--- config.mk ---
export PLATFORM = sky130hd
export DESIGN_NAME = xfer_result
export DESIGN_NICKNAME = d
export VERILOG_FILES = /design/src/source/xfer_pkg.sv /design/src/source/xfer_result.sv
export SDC_FILE = /design/constraint.sdc
export NUM_CORES = 1
export LEC_CHECK = 0
export BUFFER_PORTS_ARGS = -buffer_cell sky130_fd_sc_hd__buf_2
export CAP_MARGIN = 30
export CORE_AREA = 5 5 42 44
export CTS_CLUSTER_SIZE = 14
export DETAILED_ROUTE_END_ITERATION = 8
export DIE_AREA = 0 0 47 49
export GPL_ROUTABILITY_DRIVEN = 0
export SLEW_MARGIN = 20
export SYNTH_ARGS = -nofsm -noshare
export SYNTH_HDL_FRONTEND = slang
export SYNTH_SLANG_ARGS = --single-unit
--- constraint.sdc ---
create_clock -name CLK -period 1.2 [get_ports CLK]
set_input_delay 0 -clock CLK [delete_from_list [all_inputs] [get_ports CLK]]
set_output_delay 0 -clock CLK [all_outputs]
set_load 0.03 [all_outputs]
--- src/source/xfer_pkg.sv ---
package xfer_pkg;

    // one request as handed to the bus engine
    typedef struct packed {
        logic       is_read;
        logic [7:0] ctrl_byte;  // type, block and write bit already in place
        logic [7:0] word_addr;
        logic [7:0] wdata;
    } xfer_cmd_t;

    // engine result, valid while done is high
    typedef struct packed {
        logic       done;   // single cycle
        logic       nack;   // some byte went unacknowledged
        logic [7:0] rdata;  // last byte read from the device
    } xfer_status_t;

endpackage

--- src/source/xfer_result.sv ---
module xfer_result (
    input  logic                   CLK,
    input  logic                   RESET,
    input  xfer_pkg::xfer_status_t status,
    output logic [7:0]             rdata,
    output logic                   nack,
    output logic                   ack
);

    always_ff @(posedge CLK) begin
        if (RESET) begin
            ack  <= 1'b0;
            nack <= 1'b0;
        end else begin
            ack <= status.done;  // one cycle after done
            if (status.done)
                nack <= status.nack;
        end
    end

    // engine keeps its read byte across writes
    always_ff @(posedge CLK) begin
        if (status.done)
            rdata <= status.rdata;
    end

    a_ack_single: assert property (
        @(posedge CLK) disable iff (RESET)
        ack |=> !ack
    ) else $error("ACK high for two cycles in a row");

endmodule
# After elaboration in Yosys (flattened, before gate mapping)

Cells that the tools add are included.
Widths: inputs -> output; s select.

RAM bits: 0
Memories: 0
Bits in latches: 0
Output and inout port bits: 10
Logic and storage cells: 3
Input port bits: 12
Register bits after elaboration: 10
ROM bits: 0

Reductions and logical operators: 0
Equality and inequality tests: 0
Order comparisons: 0
Shifts and indexed selects: 0
$mul: 0
Multiplexer cells: 0
Div/mod/pow operators: 0
Bitwise operators: 0
$add $sub $neg: 0

# Depth between registers and ports, before layout

Depth in word-level cells: 0
Gate-level depth with buffers: 2
Depth with buffers taken out: 2

# Least setup slack after synthesis

Ideal clock, no wire load.

Path kind: register to register
Start point: register nack (netlist name)
End point: register nack
Cell stages (with the launch flop): 3
Arrival: 0.665 ns
Clock period less this slack: 0.729 ns
Data required time: 1.135 ns
Path buffers: 0
Slack: 0.471 ns
Setup time: 0.065 ns
Cell sequence: dfxtp_1 > mux2i_1 > nor2_1

RTL lines:

| item                   | line              | source |
|---|---|---|
| end signal: assignment | xfer_result.sv:17 | `nack <= status.nack;` |
| end: declaration       | xfer_result.sv:6  | `output logic nack,` |

# Worst setup path after layout

Start point: register rdata[6]
End point: output port rdata[6]

RTL lines:

| item                     | line              | source |
|---|---|---|
| start: declaration       | xfer_result.sv:5  | `output logic [7:0] rdata,` |
| start signal: assignment | xfer_result.sv:24 | `rdata <= status.rdata;` |

No word-level cell between the ends.

==> results by group <==
Status
  • Status: completed

Pwr
  • Sw frac: roughly a quarter
  • Leak pwr: roughly 0.25 nW
  • Power Density: 1400 nW/µm²
  • Peak supply drop: between 0.6 and 0.7 mV
  • Sequential share of power: 53.1%
  • Sw power: between 150 and 200 µW
  • Pint: roughly 580 µW
  • Part of the power in the clock network: 30.1%
  • Logic pwr share: around 17%

Floorplan
  • Row cnt: 14
  • Placeable core area: 1400 µm²
  • Die area: 2300 µm²
  • Chip width: 47 µm
  • Initial Util: between 20 and 25%
  • Die height: between 40 and 50 µm
  • I/O Pins: 22

Timing
  • Final setup TNS: 0 ns
  • Min Clock Period, post-route: 0.822 ns
  • Clock skew: 0 ns
  • Worst hold slack: 0.100 ns
  • Slew HR: 86.0%
  • Max Clk Rate: 1.22 GHz
  • Final number of max-transition violations: 0
  • RSZ-0062 raised after global routing: false
  • Final setup vio count: 0
  • Worst Tran Pin Value: 0.210 ns
  • Final hold vios: 0
  • Final Cycle Share: 68.5%

Setup path
  • Critical R2R Launch: nack$_SDFFE_PP0P_
  • Flop-to-flop setup slack: between 0.5 and 0.6 ns
  • CP Max Fanout: 1
  • Nature of the critical path endpoint: output port
  • WP data arrival: 0.82 ns
  • Crit path from: rdata[6]$_DFFE_PP_
  • Critical path class: flip-flop to output port
  • Req. time, crit path: 1.20 ns
  • CP cell instances: buf_2
  • CP startpoint kind: flip-flop
  • Slowest cell on crit path: edfxtp_1
  • Buf/Inv on CP: 1
  • CP max stage delay: between 0.3 and 0.4 ns
  • Top delay family on crit path: flip-flops

Logic synthesis
  • Simple-Gate Fraction of Synth Area: 3.33%
  • Register bit total from synthesis: 10
  • Post-Synth XOR/XNOR Area: 0%
  • Mux share of post-synthesis cell area: 3.33%
  • Syn_area_per_cell: 23.1 µm²
  • Post-Synth Adder-Cell Area: 0%
  • Top cell type's share of synthesized area: 80.0%
  • Syn nets: 25
  • Synth area leaders: edfxtp_1, dfxtp_1, mux2i_1
  • Fraction of the yosys area taken by sequential cells: just over 90%
  • Largest area contributor in the netlist: edfxtp_1
  • Synth Cell Area: 300 µm²
  • Synth warn: 0
  • Largest family of logic cells by synthesized area: multiplexers
  • Cell variety after synth: 5
  • Compound-Gate Fraction of Synth Area: 0%
  • Mapped Cells: 13

CTS
  • Total clock sinks: 10
  • Worst skew pair latency: 0.25 ns
  • CTS Hold Buffers Added: 10
  • # resized after CTS: 0
  • Clk pin slew, worst setup/hold paths: 0.07 ns
  • CTS tree: built
  • # Post-CTS Setup Buffers: 0
  • CTS Buf Count: 3
  • CTS max path bufs: 2
  • Clock root cell: clkbuf_4
  • H-tree depth: 1

Detailed routing
  • Via count: 241
  • Post-route ant nets: 0
  • Starting DRC count in detailed routing: 0
  • Wire per inst: ~11 µm
  • Drt drc: 0
  • DR vias/cell: 3.77
  • Total Wirelength: 710 µm
  • DR pass1 iterations: 1

Placement
  • Buffers on Ports: 21

Cells and area
  • Leading cell type in the layout, fill and taps excluded: buf_2
  • N_diodes: 0
  • Layout cells sized above 1: ~50%
  • Synth-to-Final Area Change: 83.7%
  • Fill cell count: 145
  • Nets: 61
  • Most frequent cells in the layout: buf_2, dlygate4sd3_1, edfxtp_1

Min path
  • HP Class: input port to flip-flop
  • Hold_sp: status[9]

Global route
  • Initial antenna violation count: 0
  • Global-route wire length before repair: between 1 and 1.5 mm
  • Vias in the first global route: 254
  • Gr usage total: 6.71%
  • Largest net degree at the start of global routing: 11
  • GR Overflow Total: 0

Flow run
  • Maxcap violations: 0
[kinds of logic after synthesis]
kind of cell     Yosys count
DFF                       10
muxes                      1
and+or+nand+nor            2
[layer usage]
layer  track usage, %  part of all wire (%)  routed length, µm  vias to the layer above
met5                0                     0                  0                        -
met4             4.15                     0                  0                        0
met3             2.58                    15                106                        0
met2             9.05                    39                279                       20
met1             8.72                    46                324                      104
li1                 -                     -                  -                      117
[cell type report]
| type | instances | area [µm²] | area share [%] |
|---|---|---|---|
| repair buffers | 31 | 205 | 37.2 |
| clock buffers | 4 | 26.3 | 4.76 |
| multi-input cells | 3 | 20.0 | 3.63 |
| flip-flops and latches | 10 | 280 | 50.8 |
| well taps | 16 | 20.0 | 3.63 |
[power by group through the flow]
| stage | sequential (mW) | clock (mW) | combinational (mW) |
|---|---|---|---|
| after floorplan | 0.470 | 0 | 0.00390 |
| after global placement | 0.417 | 0 | 0.104 |
| after detailed placement | 0.417 | 0 | 0.106 |
| after CTS | 0.409 | 0.241 | 0.130 |
| after global routing | 0.411 | 0.256 | 0.138 |
| final | 0.409 | 0.232 | 0.129 |
[cell usage after synthesis]
cell type / instances
dfxtp_1: 2
nor2_1: 1
nor2b_1: 1
mux2i_1: 1
edfxtp_1: 8
[sequential cells by signal, summed over array words and instances, names as in the netlist]
| signal | flops |
|---|---|
| rdata | 8 |
| ack | 1 |
| nack | 1 |
[path summary, 6_finish.rpt]
check / cells after the start / to
worst min register to register: 2 / nack$_SDFFE_PP0P_
worst max-delay path: 1 / rdata[6]
worst min-delay path: 1 / rdata[6]$_DFFE_PP_
worst max register to register: 2 / nack$_SDFFE_PP0P_
[metrics by stage]
step / total power, mW / cell area (µm²) / cells / worst slack (ns) / utilization, %
2_1_floorplan: 0.474 / 300 / 13 / 0.471 / -
3_3_place_gp: 0.521 / 425 / 50 / 0.632 / 30.4
3_5_place_dp: 0.522 / 425 / 50 / 0.580 / 30.4
4_1_cts: 0.781 / 552 / 64 / 0.364 / 39.4
5_1_grt: 0.805 / 552 / 64 / 0.342 / 39.4
6_report: 0.770 / 552 / 64 / 0.378 / 39.4
Power figures use the tool's default switching activity.
