### config.mk
export PLATFORM = sky130hd
export DESIGN_NAME = cmd_decode
export DESIGN_NICKNAME = d
export VERILOG_FILES = /design/src/source/eeprom_pkg.sv /design/src/source/xfer_pkg.sv /design/src/source/cmd_decode.sv
export SDC_FILE = /design/constraint.sdc
export NUM_CORES = 1
export LEC_CHECK = 0
export ABC_AREA = 1
export ABC_CLOCK_PERIOD_IN_PS = 3360
export BUFFER_PORTS_ARGS = -buffer_cell sky130_fd_sc_hd__buf_2
export CELL_PAD_IN_SITES_DETAIL_PLACEMENT = 0
export CELL_PAD_IN_SITES_GLOBAL_PLACEMENT = 2
export CORE_ASPECT_RATIO = 1.2
export CORE_MARGIN = 5
export CORE_UTILIZATION = 24
export DETAILED_ROUTE_END_ITERATION = 6
export GPL_ROUTABILITY_DRIVEN = 0
export HOLD_SLACK_MARGIN = 0.1
export PLACE_DENSITY = 0.85
export SYNTH_ARGS = -nofsm -noshare
export SYNTH_HDL_FRONTEND = slang
export SYNTH_SLANG_ARGS = --single-unit
### constraint.sdc
create_clock -name CLK -period 3.36 [get_ports CLK]
set_input_delay 0.672 -clock CLK [delete_from_list [all_inputs] [get_ports CLK]]
set_output_delay 0.672 -clock CLK [all_outputs]
set_load 0.02 [all_outputs]
### src/source/eeprom_pkg.sv
package eeprom_pkg;

    // 2 kB array seen as 8 blocks of 256 bytes
    typedef struct packed {
        logic [2:0] block;  // lands in the control byte
        logic [7:0] word;   // sent as the word address byte
    } eeprom_blk_t;

    typedef union packed {
        logic [10:0] flat;
        eeprom_blk_t blk;
    } eeprom_addr_u;

    // control byte layout: type, block, r/w
    localparam logic [3:0] DEV_TYPE = 4'b1010;

    localparam logic RW_WRITE = 1'b0;
    localparam logic RW_READ  = 1'b1;

endpackage

### src/source/xfer_pkg.sv
package xfer_pkg;

    // one request as handed to the bus engine
    typedef struct packed {
        logic       is_read;
        logic [7:0] ctrl_byte;  // type, block and write bit already in place
        logic [7:0] word_addr;
        logic [7:0] wdata;
    } xfer_cmd_t;

    // engine result, valid while done is high
    typedef struct packed {
        logic       done;   // single cycle
        logic       nack;   // some byte went unacknowledged
        logic [7:0] rdata;  // last byte read from the device
    } xfer_status_t;

endpackage

### src/source/cmd_decode.sv
module cmd_decode (
    input  logic                    CLK,
    input  logic                    RESET,
    input  logic                    WR,
    input  logic                    RD,
    input  eeprom_pkg::eeprom_addr_u addr,
    input  logic [7:0]              wdata,
    input  xfer_pkg::xfer_status_t  status,
    output logic                    start,
    output xfer_pkg::xfer_cmd_t     cmd
);

    import eeprom_pkg::*;

    logic busy;
    logic accept;

    // strobes only count while nothing is in flight
    assign accept = !busy && (WR || RD);

    always_ff @(posedge CLK) begin
        if (RESET) begin
            busy  <= 1'b0;
            start <= 1'b0;
        end else begin
            start <= 1'b0;
            if (busy) begin
                if (status.done)
                    busy <= 1'b0;
            end else if (accept) begin
                busy  <= 1'b1;
                start <= 1'b1;
            end
        end
    end

    // request latch, held until the next accept
    always_ff @(posedge CLK) begin
        if (accept) begin
            cmd.is_read   <= !WR;  // WR wins a tie
            cmd.ctrl_byte <= {DEV_TYPE, addr.blk.block, RW_WRITE};
            cmd.word_addr <= addr.blk.word;
            cmd.wdata     <= wdata;
        end
    end

    // no second start until the engine has reported back
    a_no_start_in_flight: assert property (
        @(posedge CLK) disable iff (RESET)
        start |=> (!start throughout status.done [->1])
    ) else $error("start issued while a transfer was in flight");

endmodule

======== After elaboration in Yosys (flattened, before gate mapping) ========
Index checks and enable logic that the tools add are counted.
storage, ports and cells
  flip-flop bits (word level) ............. 22
  output and inout port bits .............. 26
  logic and storage cells ................. 14
operators by class
  muxes and demuxes ....................... 3
  reductions and logical operators ........ 5
operator list
  kind                count
  2-to-1 mux 1 bit    3
  zero test 1 bit     2
  OR reduction 2 bit  1
  logical AND 1 bit   1
  logical OR 1 bit    1

======== Depth between registers and ports, before layout ========
Gate-level depths: netlist of the first run.
  word-level depth ........................ 4
  depth in mapped cells ................... 4
  mapped depth without buffers ............ 4

======== Worst setup path after synthesis of the first run ========
Ideal clock, no wire load.
  path kind ............................... input -> register
  from .................................... input RD
  to ...................................... register cmd[0] (netlist bit), enable pin
  setup time .............................. 375 ps
  data arrival time ....................... 1,215 ps
  required time ........................... 2,985 ps
  path slack .............................. 1,770 ps
  cell stages on the path ................. 4
  buffers on the path ..................... 0
  cell sequence ........................... inv_1 -> nand2_2 -> nand2_1 -> inv_1
on the way
  cells in the longest elaborated chain, start to end .. 2
RTL lines
  element            line              RTL
  start, declared    cmd_decode.sv:5   input logic RD,
  logical OR 1 bit   cmd_decode.sv:19  assign accept = !busy && (WR || RD);
  logical AND 1 bit  cmd_decode.sv:19
  net accept         cmd_decode.sv:16  logic accept;
  end, declared      cmd_decode.sv:10  output xfer_pkg::xfer_cmd_t cmd
The timed path passes the listed nets, and every way through them passes these cells.
A chain may end at the register's enable or synchronous reset.

======== Worst setup path after layout of the first run ========
  from .................................... register cmd[17] (netlist bit)
  to ...................................... output cmd[17] (netlist bit)
No word-level cell between the ends.

==> results.md, run 1 <==
- Status: complete, no violations
- Fill count: 325
- Synth area leaders: edfxtp_1, dfxtp_1, buf_4
- Mean Syn Cell Area: 18.5 sq um
- Routed WL: 1430 um
- Global-route wire length before repair: around 2000 um
- Distinct cells, synth: 10
- WL per Instance: 11.7 um
- Post-CTS Resized: 0
- Skew-Pair Late Insertion Delay: 0.29 ns
- Final Power: around 540 uW
- Hold buffer count at CTS: 0
- Chip Height: 70.8 um
- Residual DRC count: 0
- Row count: 22
- H-tree levels: 1
- Ys async rst share: 0
- Num CTS Buffers: 3
- Most frequent cell after synthesis: edfxtp_1
- Post-DRT Antenna Nets: 0
- Die area: 0.00430 sq mm
- Clock Skew: 0.00184 ns
- Max_slew headroom: 0.515
- Ratio of cells with drive above 1 in the final layout: 0.581
- Dpl ws: 1.51 ns
- Final Setup Violations: 0
- Count of clock tree sinks: 22
- PortBufs: 44
- Slowest stage delay, CP: just under 0.4 ns
- Initial DRC count: 12
- Post-synth top cells: edfxtp_1, buf_4, inv_1
- Top FF cell, synth: edfxtp_1
- Core area: 0.00303 sq mm
- Via count: 460
- RSZ-0062 raised after global routing: no
- 1st-pass router iterations: 4
- Ports: 59
- Root buf cell: clkbuf_4
- Final Hold Fails: 0
- P&R area growth vs syn: 35.9%
- Detailed Place HPWL: 1180 um
- Nature of the critical path endpoint: output pin
- Top delay family on crit path: flip-flops
- Post-CTS Setup Repair Bufs: 0
- N_diodes: 0
- Setup TNS: 0 ns
- Initial Utilization: 0.244
- Max Transition Viols Final: 0
- DIE WIDTH: 60.7 um
- Mapped cell area: 739 sq um
- Vias in the first global route: 447
- Max Root-Sink Buffers: 2
- Fmax: 655 MHz
- Worst Hold Class: reg2reg
- Final WS setup: 1.83 ns
- Post-synth top area cell: edfxtp_1
- Worst-path maximum fanout: 1
- EDFF count, synth: 20
- Critical path class: reg2out
- CTS tree: built
- Req. time, crit path: 2.69 ns
- Mapped Cells: 40
- Worst Tran Pin Value: 0.727 ns
- Initial antenna violation count: 0
- Leakage: about 0.47 nW
- Max Cap Violations: 0
- P per Cell Area: 534 mW/mm^2
- Core Util, Final: 0.332
- Final Cycle Share: 0.455
- Top cell type's share of synthesized area: 0.812
- Worst Path Buf+Inv: 1
- Sequential share of the synthesized area: 0.866
- GR Overflow Total: 0
- Peak supply drop: about 180 uV
- Min Tclk post-route: ~1.5 ns
- Nets: 120
- CP Launch Type: flip-flop
- Via/cell ratio: 3.77
- Synth warnings: 0
- Final hold slack: 0.491 ns
- Worst Path Arrival: roughly 0.86 ns
- Critical Path Slowest Stage Cell: edfxtp_1
- CTS clk-pin slew, worst paths: 0.12 ns
- Largest net degree at the start of global routing: 21
- Total GRT Usage: 0.0640
- Number of synthesized register bits: 22
- CP cell instances: buf_2
[report_power, final]
part	internal [mW]	leakage [nW]	switching, mW
combinational	0.0260	0.239	0.0583
sequential	0.329	0.213	0.00549
clock	0.0432	0.0154	0.0748
total	0.398	0.467	0.139
[flip-flops by register name, indices dropped and copies added (netlist names)]
signal	cells
cmd	20
busy	1
start	1
[metrics by stage]
step,area [sq um],cells
after floorplan,751,43
after global placement,978,118
after detailed placement,978,118
after CTS,1000,122
after global routing,1000,122
final,1000,122
[cells in the final DEF, fill, tap and decap left out, drive strengths merged]
master   n
clkbuf   3
nand3b   1
nand3    1
clkinv   1
nand2    3
buf     44
inv      6
conb     5
dfxtp    2
edfxtp  20
[logic make-up (layout without fill, tap and decap cells)]
kind of cell           count (synthesis)  after routing  share of synthesized area
other                                  2              5                     0.0102
buffers and inverters                 11             54                     0.0812
AND/OR/NAND/NOR                        5              5                     0.0423
flip-flops                            22             22                      0.866
[final timing paths]
| check | startpoint | to | slack (ns) | cells past startpoint |
|---|---|---|---|---|
| worst max-delay path | cmd[17] | cmd[17] | 1.83 | 1 |
| worst min-delay path | busy | busy | 0.49 | 2 |
| worst max register to register | busy | cmd[0] | 2.00 | 3 |
| worst min register to register | busy | busy | 0.49 | 2 |
[final cells by class]
cell class                      instances  area, sq um  area share
Clock buffer                            3         22.5      0.0224
Clock inverter                          1         3.75     0.00374
Inverter                                6         22.5      0.0224
Multi-Input combinational cell         10         50.0      0.0498
Sequential cell                        22          641       0.638
Tap cell                               36         45.0      0.0448
Timing Repair Buffer                   44          220       0.219
[metal layers]
metal | up-vias | global-route usage | wire length (um)
li1 | 219 | - | -
met1 | 207 | 0.0701 | 489
met2 | 34 | 0.105 | 678
met3 | 0 | 0.0328 | 257
met4 | 0 | 0.0217 | 0
met5 | - | 0 | 0
Power figures use the tool's default switching activity.
==> run 2: changes to the inputs <==
--- a/config.mk
+++ b/config.mk
@@ -6,17 +6,17 @@
 export NUM_CORES = 1
 export LEC_CHECK = 0
 export ABC_AREA = 1
-export ABC_CLOCK_PERIOD_IN_PS = 3360
+export ABC_CLOCK_PERIOD_IN_PS = 1300
 export BUFFER_PORTS_ARGS = -buffer_cell sky130_fd_sc_hd__buf_2
 export CELL_PAD_IN_SITES_DETAIL_PLACEMENT = 0
 export CELL_PAD_IN_SITES_GLOBAL_PLACEMENT = 2
 export CORE_ASPECT_RATIO = 1.2
 export CORE_MARGIN = 5
-export CORE_UTILIZATION = 24
+export CORE_UTILIZATION = 20
 export DETAILED_ROUTE_END_ITERATION = 6
 export GPL_ROUTABILITY_DRIVEN = 0
 export HOLD_SLACK_MARGIN = 0.1
-export PLACE_DENSITY = 0.85
+export PLACE_DENSITY = 0.76
 export SYNTH_ARGS = -nofsm -noshare
 export SYNTH_HDL_FRONTEND = slang
 export SYNTH_SLANG_ARGS = --single-unit
==> constraint.sdc (replaced) <==
create_clock -name CLK -period 1.3 [get_ports CLK]
set_input_delay 0.26 -clock CLK [delete_from_list [all_inputs] [get_ports CLK]]
set_output_delay 0.26 -clock CLK [all_outputs]
set_load 0.02 [all_outputs]
==> run 2 against run 1 <==
Worst hold slack lost 0.31 ns. Worst setup slack lost 1.6 ns. Clock power grew to 3.4 times the previous value. Register-to-register slack lost 1.7 ns. Largest cell class unchanged.
==> results.md, run 2 (synthesis gave the netlist of run 1 again) <==
- Status: complete, no violations
- Nets: 121
- Worst Path Arrival: about 0.8 ns
- Fmax: ~950 MHz
- Total GRT Usage: 0.0587
- Post-CTS Resized: 0
- Num CTS Buffers: 3
- Leakage: approximately 0.48 nW
- Fill count: 380
- FF+latch area: 641 sq um
- Setup TNS: 0 ns
- P per Cell Area: ~1400 mW/mm^2
- H-tree levels: 1
- Commonest non-fill, non-tap cell in the layout: buf_2
- Skew-Pair Late Insertion Delay: 0.25 ns
- CTS tree: built
- Peak supply drop: slightly below 300 uV
- Ports: between 50 and 60
- Global-route wire length before repair: approximately 2300 um
- Clock Skew: roughly 0.0026 ns
- Req. time, crit path: 1.04 ns
- Max Cap Violations: 0
- Via/cell ratio: between 3 and 4
- WL per Instance: ~11 um
- P&R area growth vs syn: 41.6%
- Max Root-Sink Buffers: 2
- Hold buffer count at CTS: 0
- CP Launch Type: flip-flop
- Critical path class: reg2out
- RSZ-0062 raised after global routing: no
- Final Cycle Share: 0.811
- PortBufs: 44
- Worst Path Buf+Inv: 1
- Initial DRC count: 36
- Root buf cell: clkbuf_8
- Max FFs per register: 20
- Biggest regs: cmd x20, busy x1, start x1
- Count of clock tree sinks: 22
- DIE WIDTH: about 66 um
- Via count: 453
- Initial Utilization: 0.205
- Final Hold Fails: 0
- Min Tclk post-route: 1.05 ns
- Post-DRT Antenna Nets: 0
- Row count: 24
- 1st-pass router iterations: 2
- Final Setup Violations: 0
- Placed inst area: 0.00100 sq mm
- CTS clk-pin slew, worst paths: 0.07 ns
- Multi-input logic area: 50.0 sq um
- Ratio of cells with drive above 1 in the final layout: 0.586
- Top delay family on crit path: flip-flops
- Most frequent cells in the layout: buf_2, edfxtp_1, inv_1, conb_1, clkbuf_8
- Worst Hold Class: in2reg
- Routed WL: 1450 um
- CP cell instances: buf_2
- Initial antenna violation count: 0
- Core area: 0.00360 sq mm
- GR Overflow Total: 0
- Chip Height: 76.6 um
- Critical Path Slowest Stage Cell: edfxtp_1
- Vias in the first global route: approximately 460
- Design area: between 0.001 and 0.0015 sq mm
- Slowest stage delay, CP: 0.37 ns
- N_diodes: 0
- Nature of the critical path endpoint: output pin
- Post-CTS Setup Repair Bufs: 0
- Register with the most flip-flops: cmd
- Largest net degree at the start of global routing: 21
- Residual DRC count: 0
- Worst-path maximum fanout: 1
- Die area: 0.00502 sq mm
- Max Transition Viols Final: 0
## run 2: cell count changes in the layout (fill, tap and decap cells not counted)
| cell | change |
|---|---|
| clkbuf_8 | +3 |
| clkbuf_4 | -3 |
| buf_12 | +1 |
## run 2: layout make-up
| cell class | count | share of cell area |
|---|---|---|
| clock buffers | 3 | 0.0394 |
| clock inverters | 1 | 0.00358 |
| inverters | 6 | 0.0215 |
| multi-input cells | 10 | 0.0478 |
| flip-flops and latches | 22 | 0.612 |
| well taps | 39 | 0.0466 |
| repair buffers | 45 | 0.229 |
## run 2: routing by layer
metal	wire length (um)	global-route usage
met3	222	0.0265
met5	0	0
met2	656	0.0952
met1	567	0.0681
met4	0	0.0187
## run 2: per-stage QoR
| step | hold slack [ns] | worst slack [ns] | utilization | cells | power (mW) |
|---|---|---|---|---|---|
| 2_1_floorplan | 0.359 | 0.111 | - | 43 | 1.02 |
| 3_3_place_gp | 0.439 | 0.260 | 0.278 | 122 | 1.12 |
| 3_5_place_dp | 0.439 | 0.238 | 0.278 | 122 | 1.12 |
| 4_1_cts | 0.168 | 0.216 | 0.291 | 126 | 1.54 |
| 5_1_grt | 0.163 | 0.203 | 0.291 | 126 | 1.58 |
| 6_report | 0.180 | 0.245 | 0.291 | 126 | 1.50 |
## run 2: where the power goes
part	total (mW)	switching, mW	internal [mW]
Combinational	0.235	0.154	0.0812
Clock	0.401	0.192	0.210
Sequential	0.862	0.0133	0.848
Total	1.50	0.359	1.14
## run 2: worst paths after layout
check                from      end  slack (ns)  cells past startpoint
hold reg to reg      busy     busy        0.48                      2
hold / removal    addr[7]  cmd[15]        0.18                      1
setup reg to reg     busy  cmd[14]        0.31                      4
setup / recovery  cmd[12]  cmd[12]        0.25                      1
==> run 3: changes to the inputs <==
--- a/config.mk
+++ b/config.mk
@@ -6,17 +6,17 @@
 export NUM_CORES = 1
 export LEC_CHECK = 0
 export ABC_AREA = 1
-export ABC_CLOCK_PERIOD_IN_PS = 1300
+export ABC_CLOCK_PERIOD_IN_PS = 1100
 export BUFFER_PORTS_ARGS = -buffer_cell sky130_fd_sc_hd__buf_2
 export CELL_PAD_IN_SITES_DETAIL_PLACEMENT = 0
 export CELL_PAD_IN_SITES_GLOBAL_PLACEMENT = 2
 export CORE_ASPECT_RATIO = 1.2
 export CORE_MARGIN = 5
-export CORE_UTILIZATION = 20
+export CORE_UTILIZATION = 22
 export DETAILED_ROUTE_END_ITERATION = 6
 export GPL_ROUTABILITY_DRIVEN = 0
 export HOLD_SLACK_MARGIN = 0.1
-export PLACE_DENSITY = 0.76
+export PLACE_DENSITY = 0.79
 export SYNTH_ARGS = -nofsm -noshare
 export SYNTH_HDL_FRONTEND = slang
 export SYNTH_SLANG_ARGS = --single-unit
==> constraint.sdc (replaced) <==
create_clock -name CLK -period 1.1 [get_ports CLK]
set_input_delay 0.22 -clock CLK [delete_from_list [all_inputs] [get_ports CLK]]
set_output_delay 0.22 -clock CLK [all_outputs]
set_load 0.02 [all_outputs]
==> run 3 against run 2 <==
Clock skew fell by 0.0018 ns. Critical path depth did not move. Wire length rose by 1.9%.
==> results.md, run 3 (synthesis gave the netlist of run 1 again) <==
- Vias in the first global route: 482
- CP cell instances: buf_2
- Initial Utilization: 0.225
- Top delay family on crit path: flip-flops
- GRT busiest layer: met2
- Fmax: between 900 and 1000 MHz
- Post-CTS Resized: 0
- Critical Path Slowest Stage Cell: edfxtp_1
- Residual DRC count: 0
- CTS clk-pin slew, worst paths: 0.07 ns
- Routed WL: 1480 um
- Most frequent cells in the layout: buf_2, edfxtp_1, conb_1
- Slowest stage delay, CP: 0.37 ns
- Design area: 0.00105 sq mm
- Clock Skew: 0.000805 ns
- PortBufs: 44
- N_diodes: 0
- Leakage: 0.479 nW
- Worst-path maximum fanout: 1
- Min Tclk post-route: between 1 and 1.5 ns
- Setup TNS: 0 ns
- GRT met2 Usage: 0.101
- Max FFs per register: 20
- Initial antenna violation count: 0
- Req. time, crit path: ~0.88 ns
- Global routing usage on met3: 0.0428
- Critical path class: reg2out
- Worst Path Arrival: 0.79 ns
- Root buf cell: clkbuf_8
- Hold buffer count at CTS: 0
- Die area: 0.00463 sq mm
- Final Setup Violations: 0
- Skew-Pair Late Insertion Delay: 0.25 ns
- H-tree levels: 1
- Ratio of cells with drive above 1 in the final layout: 0.598
- Detailed Place HPWL: 1250 um
- Post-DRT Antenna Nets: 0
- Status: complete, no violations
- Max Cap Violations: 0
- RSZ-0062 raised after global routing: no
- CP Launch Type: flip-flop
- DIE WIDTH: 62.9 um
- Biggest regs: cmd x20, busy x1, start x1
- Worst Path Buf+Inv: 1
- Num CTS Buffers: 3
- Row count: 23
- Final Hold Fails: 0
- Initial DRC count: 9
- Ports: 59
- Max Root-Sink Buffers: 2
- P per Cell Area: 1690 mW/mm^2
- GR Overflow Total: 0
- Via count: 450
- Register with the most flip-flops: cmd
- WL per Instance: around 12 um
- CTS tree: built
- Largest net degree at the start of global routing: 21
- Nature of the critical path endpoint: output pin
- Post-CTS Setup Repair Bufs: 0
- Via/cell ratio: 3.63
- Global-route wire length before repair: about 2400 um
- Nets: 121
- Commonest non-fill, non-tap cell in the layout: buf_2
- P&R area growth vs syn: 41.8%
- Placed inst area: 0.00100 sq mm
- Final Cycle Share: 0.920
- Worst Hold Class: in2reg
- Core area: 0.00328 sq mm
- 1st-pass router iterations: 2
- Max Transition Viols Final: 0
- Peak supply drop: about 580 uV
- Count of clock tree sinks: 22
- Total GRT Usage: 0.0660
- Met1 GRT Util: 0.0744
- Chip Height: 73.5 um
run 3: cell types whose count changed in the layout (fill, tap and decap cells not counted):
cell,before,now
clkinvlp_4,0,1
inv_1,5,4
run 3: area by class of cell:
type / count / area, sq um
fillers: 351 / 2230
well taps: 37 / 46.3
repair buffers: 45 / 240
multi-input cells: 10 / 50.0
clock buffers: 3 / 41.3
inverters: 6 / 26.3
flip-flops and latches: 22 / 641
clock inverters: 1 / 3.75
run 3: power by group:
part           internal (mW)  switching (mW)  total, mW
combinational         0.0972           0.185      0.282
sequential              1.00          0.0159       1.02
clock                  0.248           0.228      0.476
run 3: worst paths after layout:
check          start  endpoint  slack (ns)  depth (start not counted)
min reg2reg     busy      busy        0.48                          2
min          addr[6]   cmd[14]        0.14                          1
max           cmd[8]    cmd[8]        0.09                          1
max reg2reg     busy    cmd[1]        0.09                          4
run 3: routing by layer:
layer  wire (um)  part of all wire
met5           0                 0
met4           0                 0
met3         254              0.17
met2         676              0.46
met1         544              0.37
run 3: metrics by stage:
stage	hold WS, ns	power (mW)	std cells	utilization	setup WS, ns
floorplan	0.319	1.21	43	-	0.0154
global placement	0.400	1.32	120	0.306	0.0632
detailed placement	0.398	1.33	120	0.306	0.0537
CTS	0.127	1.83	124	0.320	0.0665
global route	0.124	1.88	124	0.320	0.0235
finish	0.138	1.78	124	0.320	0.0883
