===== config.mk =====
export PLATFORM = sky130hd
export DESIGN_NAME = i2c_xfer_engine
export DESIGN_NICKNAME = d
export VERILOG_FILES = /design/src/source/eeprom_pkg.sv /design/src/source/xfer_pkg.sv /design/src/source/i2c_xfer_engine.sv
export SDC_FILE = /design/constraint.sdc
export NUM_CORES = 1
export LEC_CHECK = 0
export ABC_AREA = 1
export ABC_CLOCK_PERIOD_IN_PS = 3170
export BUFFER_PORTS_ARGS = -buffer_cell sky130_fd_sc_hd__buf_2
export CELL_PAD_IN_SITES_DETAIL_PLACEMENT = 1
export CELL_PAD_IN_SITES_GLOBAL_PLACEMENT = 2
export CORE_UTILIZATION = 33
export CTS_CLUSTER_SIZE = 12
export DETAILED_ROUTE_END_ITERATION = 6
export PLACE_DENSITY_LB_ADDON = 0.12
export SYNTH_ARGS = -nofsm -noshare
export SYNTH_HDL_FRONTEND = slang
export SYNTH_SLANG_ARGS = --single-unit

===== constraint.sdc =====
create_clock -name CLK -period 3.17 [get_ports CLK]
set_clock_uncertainty 0.1 [all_clocks]
set_input_delay 0.4755 -clock CLK [delete_from_list [all_inputs] [get_ports CLK]]
set_output_delay 0.4755 -clock CLK [all_outputs]
set_load 0.01 [all_outputs]

===== src/source/eeprom_pkg.sv =====
package eeprom_pkg;

    // 2 kB array seen as 8 blocks of 256 bytes
    typedef struct packed {
        logic [2:0] block;  // lands in the control byte
        logic [7:0] word;   // sent as the word address byte
    } eeprom_blk_t;

    typedef union packed {
        logic [10:0] flat;
        eeprom_blk_t blk;
    } eeprom_addr_u;

    // control byte layout: type, block, r/w
    localparam logic [3:0] DEV_TYPE = 4'b1010;

    localparam logic RW_WRITE = 1'b0;
    localparam logic RW_READ  = 1'b1;

endpackage


===== src/source/xfer_pkg.sv =====
package xfer_pkg;

    // one request as handed to the bus engine
    typedef struct packed {
        logic       is_read;
        logic [7:0] ctrl_byte;  // type, block and write bit already in place
        logic [7:0] word_addr;
        logic [7:0] wdata;
    } xfer_cmd_t;

    // engine result, valid while done is high
    typedef struct packed {
        logic       done;   // single cycle
        logic       nack;   // some byte went unacknowledged
        logic [7:0] rdata;  // last byte read from the device
    } xfer_status_t;

endpackage


===== src/source/i2c_xfer_engine.sv =====
module i2c_xfer_engine #(
    parameter int SCL_QUARTER = 4
) (
    input  logic                   CLK,
    input  logic                   RESET,
    input  logic                   start,
    input  xfer_pkg::xfer_cmd_t    cmd,
    output logic                   scl,
    output logic                   sda_drive_low,
    input  logic                   sda_in,
    output xfer_pkg::xfer_status_t status
);

    import eeprom_pkg::*;

    localparam int QW = $clog2(SCL_QUARTER);

    typedef enum logic [2:0] {
        IDLE,
        START,
        SEND,
        SACK,
        RSTART,
        RECV,
        MNACK,
        STOP
    } phase_t;

    phase_t        phase;
    logic [QW-1:0] q_cnt;     // clocks within a quarter
    logic [1:0]    qtr;       // quarter within a bit period
    logic [2:0]    bit_cnt;
    logic [1:0]    byte_sel;  // 0 ctrl, 1 word addr, 2 data or read ctrl
    logic [7:0]    shift;
    logic          ack_bad;
    logic          done_q;
    logic          nack_q;
    logic [7:0]    rdata_q;
    logic          q_end;
    logic          bit_end;
    logic          sample;

    assign q_end   = (q_cnt == QW'(SCL_QUARTER - 1));
    assign bit_end = q_end && (qtr == 2'd3);
    // one clock after SCL rose, so SCL is already high at the pin
    assign sample  = (q_cnt == QW'(1)) && (qtr == 2'd2);

    assign status = '{done: done_q, nack: nack_q, rdata: rdata_q};

    always_ff @(posedge CLK) begin
        if (RESET) begin
            q_cnt <= '0;
            qtr   <= 2'd0;
        end else if (phase == IDLE) begin
            q_cnt <= '0;
            qtr   <= 2'd0;
        end else if (q_end) begin
            q_cnt <= '0;
            qtr   <= qtr + 2'd1;
        end else begin
            q_cnt <= q_cnt + QW'(1);
        end
    end

    always_ff @(posedge CLK) begin
        if (RESET) begin
            phase    <= IDLE;
            bit_cnt  <= 3'd0;
            byte_sel <= 2'd0;
            ack_bad  <= 1'b0;
            done_q   <= 1'b0;
            nack_q   <= 1'b0;
        end else begin
            done_q <= 1'b0;
            if (sample && phase == SACK)
                ack_bad <= sda_in;  // released line means nobody answered
            case (phase)
                IDLE: if (start) begin
                    phase  <= START;
                    nack_q <= 1'b0;
                end
                START: if (bit_end) begin
                    phase    <= SEND;
                    bit_cnt  <= 3'd7;
                    byte_sel <= 2'd0;
                end
                SEND: if (bit_end) begin
                    if (bit_cnt == 3'd0)
                        phase <= SACK;
                    bit_cnt <= bit_cnt - 3'd1;  // wraps to 7 for the next byte
                end
                SACK: if (bit_end) begin
                    if (ack_bad) begin
                        phase   <= STOP;
                        nack_q  <= 1'b1;
                        bit_cnt <= 3'd1;
                    end else begin
                        case (byte_sel)
                            2'd0: phase <= SEND;
                            2'd1: phase <= cmd.is_read ? RSTART : SEND;
                            default: begin
                                if (cmd.is_read) begin
                                    phase <= RECV;
                                end else begin
                                    phase   <= STOP;
                                    bit_cnt <= 3'd1;
                                end
                            end
                        endcase
                        byte_sel <= byte_sel + 2'd1;
                    end
                end
                RSTART: if (bit_end)
                    phase <= SEND;
                RECV: if (bit_end) begin
                    if (bit_cnt == 3'd0)
                        phase <= MNACK;
                    bit_cnt <= bit_cnt - 3'd1;
                end
                MNACK: if (bit_end) begin
                    phase   <= STOP;
                    bit_cnt <= 3'd1;
                end
                STOP: if (bit_end) begin
                    // second period is bus free time
                    if (bit_cnt[0]) begin
                        bit_cnt <= 3'd0;
                    end else begin
                        phase  <= IDLE;
                        done_q <= 1'b1;
                    end
                end
                default: phase <= IDLE;
            endcase
        end
    end

    always_ff @(posedge CLK) begin
        if (phase == START && bit_end)
            shift <= cmd.ctrl_byte;
        else if (phase == SEND && bit_end)
            shift <= {shift[6:0], 1'b0};  // msb first
        else if (phase == SACK && bit_end)
            shift <= (byte_sel == 2'd0) ? cmd.word_addr : cmd.wdata;
        else if (phase == RSTART && bit_end)
            shift <= {cmd.ctrl_byte[7:1], RW_READ};
        else if (phase == RECV && sample)
            shift <= {shift[6:0], sda_in};

        if (phase == MNACK && bit_end)
            rdata_q <= shift;
    end

    // pin levels, updated at the first clock of each quarter
    always_ff @(posedge CLK) begin
        if (RESET) begin
            scl           <= 1'b1;
            sda_drive_low <= 1'b0;
        end else if (q_cnt == '0) begin
            case (phase)
                IDLE: begin
                    scl           <= 1'b1;
                    sda_drive_low <= 1'b0;
                end
                START: begin
                    scl <= 1'b1;
                    if (qtr == 2'd2)
                        sda_drive_low <= 1'b1;  // start condition
                end
                SEND: begin
                    scl <= qtr[1];
                    if (qtr == 2'd1)
                        sda_drive_low <= ~shift[7];
                end
                RSTART: begin
                    scl <= qtr[1];
                    if (qtr == 2'd1)
                        sda_drive_low <= 1'b0;
                    else if (qtr == 2'd3)
                        sda_drive_low <= 1'b1;
                end
                STOP: begin
                    scl <= qtr[1] || !bit_cnt[0];
                    if (bit_cnt[0] && qtr == 2'd1)
                        sda_drive_low <= 1'b1;
                    else if (bit_cnt[0] && qtr == 2'd3)
                        sda_drive_low <= 1'b0;  // stop condition
                end
                default: begin
                    // slave ack, read data and master nack all leave SDA free
                    scl <= qtr[1];
                    if (qtr == 2'd1)
                        sda_drive_low <= 1'b0;
                end
            endcase
        end
    end

    a_sda_scl_low: assert property (
        @(posedge CLK) disable iff (RESET)
        ($changed(sda_drive_low) && !(phase inside {START, RSTART, STOP})) |-> !scl
    ) else $error("SDA moved while SCL was high outside start/stop");

endmodule


Yosys cells after proc, flatten, opt, wreduce, memory -nomap -nowiden:

Cells that the tools add are included.

* flip-flop bits (word level): 33
* bits in latches: 0
* RAM bits: 0
* memory bits (read-only): 0
* input port bits: 29
* output and inout port bits: 12
* logic and storage cells: 137
* memories: 0

* $add $sub $neg: 4
* multiply operators: 0
* divide/modulo/power cells: 0
* order comparisons: 0
* equal/unequal tests: 34
* shift-type cells: 0
* multiplexer cells: 48
* bitwise logic cells: 3
* reduce and logical (&&, ||, !) cells: 35

Operators by type and width (number)
* 2-to-1 mux 3 bit: 20
* 2-to-1 mux 8 bit: 6
* inequality test 2 bit, second input constant: 14
* one-hot mux 3 bit (7 select lines): 1
* one-hot mux 3 bit (5 select lines): 1
* nonzero test 5 bit: 3
* == test 3 bit, second input constant: 4
* logical AND 1 bit: 11
* 2-to-1 mux 1 bit: 11
* AND reduction 10 bit: 1
* OR reduction 2 bit: 5
* inequality test 3 bit, second input constant: 3
* AND reduction 9 bit: 1
* 2-to-1 mux 2 bit: 4
* AND reduction 4 bit: 2
* AND reduction 8 bit: 1
* adder 2 x 1 -> 2 bit, second input constant: 3
* == test 2 x 1 -> 1 bit, second input constant: 3
* == test 2 bit, second input constant: 3
* == test 3 x 2 -> 1 bit, second input constant: 2
* logical NOT 3 bit: 2
* inequality test 2 x 1 -> 1 bit, second input constant: 3
* one-hot mux 3 bit (2 select lines): 1
* AND reduction 6 bit: 1
* 12 further kinds: 18

Logic depth before layout (Yosys ltp):

Gate-level depths: netlist of the first run.

* word-level depth: 8
* gate-level depth with buffers: 11
* mapped depth without buffers: 11

Worst setup path before layout of the first run:

Ideal clock, no wire load.

* path type: reg-to-reg
* start: register q_cnt[0]
* end: register shift[0], enable pin
* setup time: 0.329 ns
* data arrival time: 1.288 ns
* setup slack: 1.453 ns
* stages on the path, launching flop included: 8
* period minus slack after synthesis: 1.717 ns
* path through: dfxtp_1 > ha_1 > nand2_4 > inv_2 > nand2_2 > o21ai_4 > a31oi_1 > nand2_1

* longest elaborated chain between the ends: 4
* elaborated cells on any way between the ends: 10

Ends and longest elaborated chain
* from (decl): RTL line i2c_xfer_engine.sv:30 `logic [QW-1:0] q_cnt;`
* from (signal assigned): RTL line i2c_xfer_engine.sv:61 `q_cnt <= q_cnt + QW'(1);`
* == test 2 bit or == test 2 x 1 -> 1 bit (tied branches): RTL line i2c_xfer_engine.sv:43, i2c_xfer_engine.sv:46
* logical AND 1 bit (on tied branches): RTL line i2c_xfer_engine.sv:44, i2c_xfer_engine.sv:46
* logical AND 1 bit (on tied branches)
* nonzero test 5 bit (no line) *
* to (signal assigned): RTL line i2c_xfer_engine.sv:140 `shift <= cmd.ctrl_byte;`
* to (signal assigned): RTL line i2c_xfer_engine.sv:142 `shift <= {shift[6:0], 1'b0};`
* to (signal assigned): RTL line i2c_xfer_engine.sv:144 `shift <= (byte_sel == 2'd0) ? cmd.word_addr : cmd.wdata;`
* to (decl): RTL line i2c_xfer_engine.sv:34 `logic [7:0] shift;`

Mark *: on every way between the ends. The rest lies on a longest branch, timed or not.
A chain may end at the register's enable or synchronous reset.

Worst setup path in the final report of the first run:

* start: register byte_sel[0]
* end: register shift[6] (data pin)

* longest elaborated chain between the ends: 5

Ends and longest elaborated chain
* from (decl): RTL line i2c_xfer_engine.sv:33 `logic [1:0] byte_sel;`
* from (signal assigned): RTL line i2c_xfer_engine.sv:110 `byte_sel <= byte_sel + 2'd1;`
* logical NOT 2 bit: RTL line i2c_xfer_engine.sv:144
* 2-to-1 mux 8 bit: RTL line i2c_xfer_engine.sv:144
* 2-to-1 mux 8 bit: RTL line i2c_xfer_engine.sv:143 `else if (phase == SACK && bit_end)`
* 2-to-1 mux 8 bit: RTL line i2c_xfer_engine.sv:141 `else if (phase == SEND && bit_end)`
* 2-to-1 mux 8 bit: RTL line i2c_xfer_engine.sv:139 `if (phase == START && bit_end)`

No other way between the ends.

==> metrics.md, run 1 <==
| Metric | Value |
|---|---|
| Syn Nets | `295` |
| Worst path cell trace | `inv_1 -> ha_1 -> clkinv_1 -> nor2_1 -> o21ai_0 -> o21ai_1 -> a21oi_1` |
| Vias in the first global route | `1867` |
| Synth area leaders | `edfxtp_1, dfxtp_1, nand2_1` |
| Total Nets Final | `335` |
| H-tree depth | `2` |
| Fin. Hold Viols | `0` |
| Data required time of the worst path | `3.11 ns` |
| Synth Instances | `256` |
| Clock sinks | `33` |
| Status | `finished, final reports clean` |
| Post-synth EDFFs | `16` |
| Most frequent cells in the layout | `nand2_1, nor2_1, buf_2` |
| Pwr per Cell Area | `573 nW/um^2` |
| Number of synthesized register bits | `33` |
| Die outline height | `79.6 microns` |
| Initial antenna violation count | `0` |
| CTS root buffer | `clkbuf_8` |
| Largest net degree at the start of global routing | `12` |
| Seq/Total Area, Yosys | `0.413` |
| Fmax | `477 MHz` |
| Period Utilization, post-route | `0.661` |
| Worst path bufs/invs | `2` |
| Met3 global-route usage | `0.0411` |
| Leading area contributor after synthesis | `edfxtp_1` |
| DP Wirelength | `4280 microns` |
| Setup crit start kind | `flop` |
| Die width | `79.6 microns` |
| Syn avg cell area | `7.77 sq um` |
| Final wirelength | `5440 microns` |
| CTS tree | `yes` |
| TritonRoute pass-1 iters | `4` |
| Final Critical Period | `2.09 ns` |
| Final setup viols | `0` |
| CTS clk-pin slew, worst paths | `0.07 ns` |
| Placement Cell Area | `2220 sq um` |
| Critical path's top delay family | `buffers and inverters` |
| CP max FO | `11` |
| GPL Wtd Cong | `0.734` |
| Max-cap viol count | `0` |
| Global Route Usage Sum | `0.195` |
| Max clock buf depth | `2` |
| Tot Pwr | `0.00133 W` |
| Max-Slew Margin vs Limit | `0.528` |
| Global routing's busiest layer | `met2` |
| Vias | `1777` |
| Core Area | `5640 sq um` |
| Total negative setup slack | `0 ns` |
| Grt ovf | `0` |
| RSZ-0062 raised after global routing | `false` |
| Starting DRT DRC Count | `71` |
| Avg Vias per Cell | `4.82` |
| # IOs | `41` |
| Post-CTS resize count | `0` |
| Cell at the slowest stage of the critical path | `ha_1` |
| Final instance area | `2320 sq um` |
| Static leakage | `1.02 nW` |
| Fin. max-slew vios | `0` |
| Worst Setup Path Type | `reg -> reg` |
| Area Overhead vs Synth | `16.7%` |
| Share of layout cells above drive strength 1 | `0.246` |
| Die ar. | `6340 sq um` |
| Commonest non-fill, non-tap cell in the layout | `nand2_1` |
| Min-Delay Path Class | `in -> reg` |
| DRC | `0` |
| Routed Antenna Nets | `0` |
| Netlist cell types | `30` |
| Routing usage on met1 | `0.249` |
| Yosys top cell area share | `0.242` |
| Final hold slack | `0.334 ns` |
| Crit end category | `flop` |
| Setup Buffers After CTS | `0` |
| Initial Util | `0.352` |
| IO Port Bufs | `40` |
| FFs w/ async S/R, synth | `0` |
| Peak VDD IR | `0.000252 V` |
| Global-route wire length before repair | `9290 microns` |
| Routed wire per std cell | `14.8 microns` |
| Cell Area, Synth | `1990 sq um` |
| Cts hold-fix bufs | `0` |
| Most used DFF post-synth | `dfxtp_1` |
| Clock Latency Late Sink | `0.29 ns` |
| Total CTS buffers | `5` |
| Met2 Use GR | `0.326` |
| Row count | `27` |
| Yosys Warn Count | `0` |
| Crit-path max cell delay | `0.44 ns` |
| Measured slew at the worst slew-check pin | `0.705 ns` |
| Ant. Diodes | `0` |
| Worst Path Arrival | `2.03 ns` |
## sequential cells by signal (all words and copies together), names as in the netlist
name	count
ack_bad	1
bit_cnt	3
byte_sel	2
done_q	1
nack_q	1
phase	3
q_cnt	2
qtr	2
rdata_q	8
scl	1
sda_drive_low	1
shift	8
## power by group
group / internal [W] / total [W] / switching (W)
combinational: 0.000149 / 0.000422 / 0.000274
clock: 0.000202 / 0.000364 / 0.000163
sequential: 0.000475 / 0.000543 / 0.0000675
## stage by stage
| step | setup slack (ns) | instances | util |
|---|---|---|---|
| after global routing | 0.831 | 369 | 0.411 |
| after floorplan | 1.45 | 256 | - |
| after detailed placement | 1.03 | 361 | 0.393 |
| after global placement | 1.02 | 361 | 0.393 |
| final | 1.08 | 369 | 0.411 |
| after CTS | 1.01 | 369 | 0.411 |
## synthesized netlist by cell type, types with 3 or more instances
cell      number
buf_6          3
o21ai_0       15
dfxtp_1       17
edfxtp_1      16
nor3_1         3
o21ai_1        8
nor2_4         3
ha_1          10
nand2_1       47
nor2_2         6
inv_1         23
buf_4          3
nor2_1        44
nand2_2        6
nand3_1       15
a21oi_1       17
inv_2          3
## per-layer routing
layer	wire, microns	up-vias
met5	0	-
met4	64	0
met3	186	6
met2	2550	31
met1	2640	826
li1	-	914
## cell type report
| cell class | instances | area (sq um) |
|---|---|---|
| well taps | 72 | 90.1 |
| flip-flops and latches | 33 | 821 |
| clock inverters | 1 | 5.00 |
| fillers | 725 | 3320 |
| inverters | 28 | 105 |
| multi-input cells | 188 | 1000 |
| repair buffers | 40 | 200 |
| clock buffers | 7 | 97.6 |
## kinds of logic after synthesis
family | synth area share
compound gates | 0.124
flops | 0.413
buf+inv | 0.0837
fa+ha+maj | 0.0629
simple gates | 0.317
## worst paths after layout
kind	startpoint	depth (start not counted)	endpoint	slack, ns
worst min-delay path	RESET	2	byte_sel[1]$_SDFFE_PP0P_	0.33
worst max-delay path	byte_sel[0]$_SDFFE_PP0P_	7	shift[6]$_DFFE_PP_	1.08
worst min register to register	shift[4]$_DFFE_PP_	0	rdata_q[4]$_DFFE_PP_	0.36
worst max register to register	byte_sel[0]$_SDFFE_PP0P_	7	shift[6]$_DFFE_PP_	1.08
(Power assumes the default switching activity.)
==> inputs of run 2 (changes only) <==
--- a/config.mk
+++ b/config.mk
@@ -6,11 +6,11 @@
 export NUM_CORES = 1
 export LEC_CHECK = 0
 export ABC_AREA = 1
-export ABC_CLOCK_PERIOD_IN_PS = 3170
+export ABC_CLOCK_PERIOD_IN_PS = 1750
 export BUFFER_PORTS_ARGS = -buffer_cell sky130_fd_sc_hd__buf_2
 export CELL_PAD_IN_SITES_DETAIL_PLACEMENT = 1
 export CELL_PAD_IN_SITES_GLOBAL_PLACEMENT = 2
-export CORE_UTILIZATION = 33
+export CORE_UTILIZATION = 28
 export CTS_CLUSTER_SIZE = 12
 export DETAILED_ROUTE_END_ITERATION = 6
 export PLACE_DENSITY_LB_ADDON = 0.12
==> constraint.sdc (replaced) <==
create_clock -name CLK -period 1.75 [get_ports CLK]
set_clock_uncertainty 0.1 [all_clocks]
set_input_delay 0.2625 -clock CLK [delete_from_list [all_inputs] [get_ports CLK]]
set_output_delay 0.2625 -clock CLK [all_outputs]
set_load 0.01 [all_outputs]
==> run 2 against run 1 <==
Compared with the run above:
- via count grew 7.4%
- core utilization shrank 2.1 points
- final area grew 15%
- non-clock buffer count grew 31
- die area grew 17%
- final cell count grew 15%
- largest power group is now combinational cells
- highest routed layer unchanged
==> metrics.md, run 2 (synthesis results as in run 1) <==
| Metric | Value |
|---|---|
| Status | `finished, final reports clean` |
| Total CTS buffers | `5 (unchanged)` |
| Static leakage | `1.19 nW (+16%)` |
| Peak VDD IR | `0.000414 V (+64%)` |
| Die ar. | `7440 sq um (+17%)` |
| Largest net degree at the start of global routing | `12 (unchanged)` |
| Global-route wire length before repair | `9910 microns (+6.7%)` |
| Pre-CTS setup slack | `0.0245 ns (-1.01 ns)` |
| P_sw | `0.000969 W (+92%)` |
| CTS tree | `yes` |
| Clk pwr share | `0.314 (+0.040)` |
| Post-layout util | `0.391 (-0.0205)` |
| Setup crit start kind | `flop` |
| Max clock buf depth | `2 (unchanged)` |
| Data required time of the worst path | `1.66 ns (-1.45 ns)` |
| Pwr per Cell Area | `1050 nW/um^2 (+83%)` |
| Final Critical Period | `1.69 ns (-0.406 ns)` |
| TritonRoute pass-1 iters | `4 (unchanged)` |
| Initial Util | `0.291 (-0.0614)` |
| Final wirelength | `6170 microns (+13%)` |
| CTS clk-pin slew, worst paths | `0.07 ns (about the same)` |
| Routed Antenna Nets | `0 (unchanged)` |
| H-tree depth | `2 (unchanged)` |
| Clock sinks | `33 (unchanged)` |
| Ant. Diodes | `0 (unchanged)` |
| Cts hold-fix bufs | `0 (unchanged)` |
| Gate power share | `0.362 (+0.044)` |
| Fin. max-slew vios | `0 (unchanged)` |
| Global Route Usage Sum | `0.178 (-0.0173)` |
| CTS root buffer | `clkbuf_8` |
| # fillers | `866 (+19%)` |
| Total negative setup slack | `0 ns (unchanged)` |
| Met2 WL | `3080 microns (+21%)` |
| Period Utilization, post-route | `0.965 (+0.304)` |
| Initial antenna violation count | `0 (unchanged)` |
| Fin. Hold Viols | `0 (unchanged)` |
| Seq pwr share | `0.324 (-0.084)` |
| Routed wire per std cell | `14.5 microns (-1.5%)` |
| Area Overhead vs Synth | `34.2%` |
| Final instance area | `2670 sq um (+15%)` |
| Final Non-Filler Cells | `425 (+15%)` |
| Routed met3 length | `239 microns (+28%)` |
| CP max FO | `8 (-3)` |
| Most frequent cells in the layout | `nand2_1, nor2_1, buf_2` |
| Fmax | `592 MHz (+24%)` |
| Final Worst Setup Slack | `0.0617 ns (-1.01 ns)` |
| Inst Count DP | `414 (+15%)` |
| Clock Latency Late Sink | `0.29 ns (about the same)` |
| Vias | `1909 (+7.4%)` |
| Total Nets Final | `367 (+9.6%)` |
| Die width | `86.3 microns (+8.3%)` |
| # IOs | `41 (unchanged)` |
| Vias in the first global route | `2017 (+8.0%)` |
| Largest regs | `rdata_q x8, shift x8` |
| DRC | `0 (unchanged)` |
| Min-Delay Path Class | `in -> reg` |
| Placement Cell Area | `2490 sq um (+12%)` |
| Core Area | `6830 sq um (+21%)` |
| Routed length on met1 | `2760 microns (+4.4%)` |
| Worst Setup Path Type | `reg -> reg` |
| Die outline height | `86.3 microns (+8.3%)` |
| Switching Fraction | `0.346 (-0.0335)` |
| GPL Wtd Cong | `0.780 (+6.2%)` |
| Crit end category | `flop` |
| Avg Vias per Cell | `4.49 (-6.7%)` |
| Row count | `30 (+11%)` |
| Worst Path Arrival | `1.60 ns (-0.43 ns)` |
| Commonest non-fill, non-tap cell in the layout | `nand2_1` |
| Max-Slew Margin vs Limit | `0.779 (+0.251)` |
| Starting DRT DRC Count | `46 (-35%)` |
| DP Wirelength | `5000 microns (+17%)` |
| Measured slew at the worst slew-check pin | `0.329 ns (-0.376 ns)` |
| Max layer used | `met4` |
| Grt ovf | `0 (unchanged)` |
| Share of layout cells above drive strength 1 | `0.347 (+0.101)` |
| IO Port Bufs | `40 (unchanged)` |
| Max-cap viol count | `0 (unchanged)` |
| Cell Int Power | `0.00184 W (+120%)` |
| Final setup viols | `0 (unchanged)` |
run 2: through the flow:
stage	total power (W)	hold slack, ns
after global placement	0.00191	0.341
final	0.00280	0.113
after floorplan	0.00158	0.232
after global routing	0.00300	0.122
after detailed placement	0.00191	0.346
after CTS	0.00281	0.109
run 2: path summary, 6_finish.rpt:
path / end / depth (start not counted) / slack (ns) / start
min: byte_sel[1]$_SDFFE_PP0P_ / 2 / 0.11 / RESET
max reg2reg: shift[0]$_DFFE_PP_ / 7 / 0.06 / qtr[0]$_SDFFE_PP0P_
max: shift[0]$_DFFE_PP_ / 7 / 0.06 / qtr[0]$_SDFFE_PP0P_
min reg2reg: rdata_q[1]$_DFFE_PP_ / 0 / 0.36 / shift[1]$_DFFE_PP_
run 2: power by group through the flow:
stage,Combinational [W],Sequential (W),Clock (W)
after detailed placement,0.000988,0.000924,0
after global routing,0.00114,0.000915,0.000943
after global placement,0.000982,0.000924,0
after floorplan,0.000662,0.000913,0
final,0.00101,0.000908,0.000882
after CTS,0.000993,0.000906,0.000913
run 2: what timing repair did:
action	in CTS	in global routing
gates resized for setup	0	9
endpoints found under the setup margin	0	22
buffers inserted	0	2
run 2: layout make-up:
cell class                      instances  area, sq um  area share
Clock buffer                            5         68.8      0.0258
Clock inverter                          3         65.1      0.0244
Inverter                               28          109      0.0408
Multi-Input combinational cell        188         1020       0.383
Sequential cell                        33          822       0.308
Tap cell                               96          120      0.0450
Timing Repair Buffer                   71          458       0.172
Timing Repair inverter                  1         5.00     0.00188
run 2: worst max-delay path: stages, from the launching register on:
cell and delay [ns]:
dfxtp_1 0.36, ha_2 0.22, nand2_4 0.08, buf_4 0.16, o21ai_4 0.17, a31oi_1 0.06, nand2_1 0.11, buf_12 0.13
run 2: layer usage:
layer / GRT usage / up-vias
met3: 0.0400 / 9
met4: 0.0591 / 0
met5: 0 / -
li1: - / 978
met2: 0.320 / 36
met1: 0.208 / 886
==> inputs of run 3 (changes only) <==
--- a/config.mk
+++ b/config.mk
@@ -14,6 +14,7 @@
 export CTS_CLUSTER_SIZE = 12
 export DETAILED_ROUTE_END_ITERATION = 6
 export PLACE_DENSITY_LB_ADDON = 0.12
+export REMOVE_ABC_BUFFERS = 1
 export SYNTH_ARGS = -nofsm -noshare
 export SYNTH_HDL_FRONTEND = slang
 export SYNTH_SLANG_ARGS = --single-unit
==> run 3 against run 2 <==
Compared with the run above:
- clock-buffer cell count stayed put
- combinational power down 8%
- critical path type unchanged
- clock power decreased by 14%
- non-clock buffer count decreased by 7
- flip-flop and latch count did not move
- critical endpoint is now rdata_q[1]$_DFFE_PP_
- first-iteration DRC count is 28% higher
==> metrics.md, run 3 (synthesis results as in run 1) <==
| Metric | Value |
|---|---|
| Fin. max-slew vios | `0 (unchanged)` |
| Most frequent cells in the layout | `nand2_1, nor2_1, buf_2` |
| # IOs | `41 (unchanged)` |
| Die outline height | `86.3 microns (unchanged)` |
| Max clock buf depth | `2 (unchanged)` |
| CTS root buffer | `clkbuf_8` |
| Starting DRT DRC Count | `59 (+28%)` |
| Fin. Hold Viols | `0 (unchanged)` |
| RSZ-0062 raised after global routing | `false` |
| Max-Slew Margin vs Limit | `0.752 (-0.0274)` |
| # fillers | `878 (+1.4%)` |
| Initial antenna violation count | `0 (unchanged)` |
| Global-route wire length before repair | `9760 microns (-1.5%)` |
| Final Critical Period | `1.63 ns (-0.0540 ns)` |
| Final hold slack | `0.152 ns (+0.0387 ns)` |
| Crit-path max cell delay | `0.38 ns (+0.02 ns)` |
| DP Wirelength | `4670 microns (-6.6%)` |
| Commonest non-fill, non-tap cell in the layout | `nand2_1` |
| Avg Vias per Cell | `4.55 (+1.2%)` |
| Period Utilization, post-route | `0.934 (-0.0309)` |
| Share of layout cells above drive strength 1 | `0.342 (-0.00489)` |
| Die ar. | `7440 sq um (unchanged)` |
| CTS tree | `yes` |
| Vias | `1900 (-0.47%)` |
| Grt ovf | `0 (unchanged)` |
| Pwr per Cell Area | `1020 nW/um^2 (-2.8%)` |
| Measured slew at the worst slew-check pin | `0.371 ns (+0.0415 ns)` |
| Routed wire per std cell | `14.4 microns (-0.93%)` |
| Static leakage | `1.14 nW (-4.2%)` |
| Inst Count DP | `408 (-1.4%)` |
| Area Overhead vs Synth | `29.5%` |
| Largest net degree at the start of global routing | `13 (+1)` |
| Data required time of the worst path | `1.65 ns (about the same)` |
| Min-Delay Path Class | `in -> reg` |
| Total negative setup slack | `0 ns (unchanged)` |
| DRC | `0 (unchanged)` |
| Critical path's top delay family | `buffers and inverters` |
| Final setup viols | `0 (unchanged)` |
| CP max FO | `8 (unchanged)` |
| Worst Setup Path Type | `reg -> reg` |
| CTS clk-pin slew, worst paths | `0.09 ns (+0.02 ns)` |
| Max-cap viol count | `0 (unchanged)` |
| Vias in the first global route | `1954 (-3.1%)` |
| Global Route Usage Sum | `0.172 (-0.00562)` |
| TritonRoute pass-1 iters | `4 (unchanged)` |
| Worst Path Arrival | `1.53 ns (-0.07 ns)` |
| Worst path bufs/invs | `3 (+1)` |
| Final wirelength | `6020 microns (-2.6%)` |
| Initial Util | `0.291 (unchanged)` |
| Setup crit start kind | `flop` |
| Total Nets Final | `360 (-1.9%)` |
| Final Non-Filler Cells | `418 (-1.6%)` |
| Worst path cell trace | `buf_4 -> inv_1 -> nor2_1 -> nand2_1 -> nor2_1 -> buf_4` |
| Core Area | `6830 sq um (unchanged)` |
| Status | `finished, final reports clean` |
| Ant. Diodes | `0 (unchanged)` |
| IO Port Bufs | `40 (unchanged)` |
| H-tree depth | `2 (unchanged)` |
| Total CTS buffers | `5 (unchanged)` |
| GPL Wtd Cong | `0.802 (+2.8%)` |
| Row count | `30 (unchanged)` |
| Clock sinks | `33 (unchanged)` |
| Peak VDD IR | `0.000323 V (-22%)` |
| Largest regs | `rdata_q x8, shift x8` |
| Crit end category | `flop` |
| Routed Antenna Nets | `0 (unchanged)` |
| Cell at the slowest stage of the critical path | `dfxtp_2` |
| Die width | `86.3 microns (unchanged)` |
| Fmax | `612 MHz (+3.3%)` |
| Clock Latency Late Sink | `0.30 ns (about the same)` |
## run 3: cell types whose count changed in the layout (fill, tap and decap cells not counted), moves of 2 or more
cell,previous run,this run
buf_12,2,0
nor2_1,42,44
dfxtp_1,16,13
dfxtp_2,1,4
buf_4,29,24
## run 3: power by group
part	internal (W)	switching, W	total [W]
Clock	0.000427	0.000335	0.000762
Combinational	0.000365	0.000569	0.000933
Sequential	0.000869	0.0000653	0.000934
## run 3: layer usage
layer  global-route usage  vias to the layer above  wire length, microns
met1                0.223                      905                  2840
met3               0.0286                        5                   164
met5                    0                        -                     0
met4               0.0455                        0                    60
li1                     -                      963                     -
met2                0.296                       27                  2960
## run 3: layout make-up
cell class,instances,area (sq um),area share
Clock buffer,5,68.8,0.0267
Sequential cell,33,826,0.321
Clock inverter,3,46.3,0.0180
Inverter,28,109,0.0423
Multi-Input combinational cell,188,1020,0.396
Timing Repair Buffer,64,380,0.148
Timing Repair inverter,1,5.00,0.00194
Tap cell,96,120,0.0466
## run 3: worst paths after layout
check / start / end / slack, ns / depth (start not counted)
worst max-delay path: phase[1]$_SDFFE_PP0P_ / rdata_q[1]$_DFFE_PP_ / 0.12 / 6
worst min-delay path: cmd[16] / shift[0]$_DFFE_PP_ / 0.15 / 3
worst max register to register: phase[1]$_SDFFE_PP0P_ / rdata_q[1]$_DFFE_PP_ / 0.12 / 6
worst min register to register: shift[6]$_DFFE_PP_ / rdata_q[6]$_DFFE_PP_ / 0.35 / 0
## run 3: through the flow
stage	setup WS [ns]	total power [W]	area [sq um]	utilization
2_1_floorplan	0.0247	0.00152	1930	-
5_1_grt	0.00861	0.00280	2570	0.377
3_3_place_gp	-0.0170	0.00187	2420	0.354
4_1_cts	0.0293	0.00265	2540	0.371
3_5_place_dp	-0.0466	0.00187	2420	0.354
6_report	0.116	0.00263	2570	0.377
## run 3: what timing repair did
item                       in CTS  in global routing
setup endpoints to repair       8                 29
cloned                          0                  1
setup buffers                   0                  1
pin swaps                       0                  1
resized for setup               1                 10
hold buffers                    0                  0
## run 3: worst min-delay path: stages
cell	delay, ns
buf_2	0.09
nand2_1	0.05
nand2_1	0.05
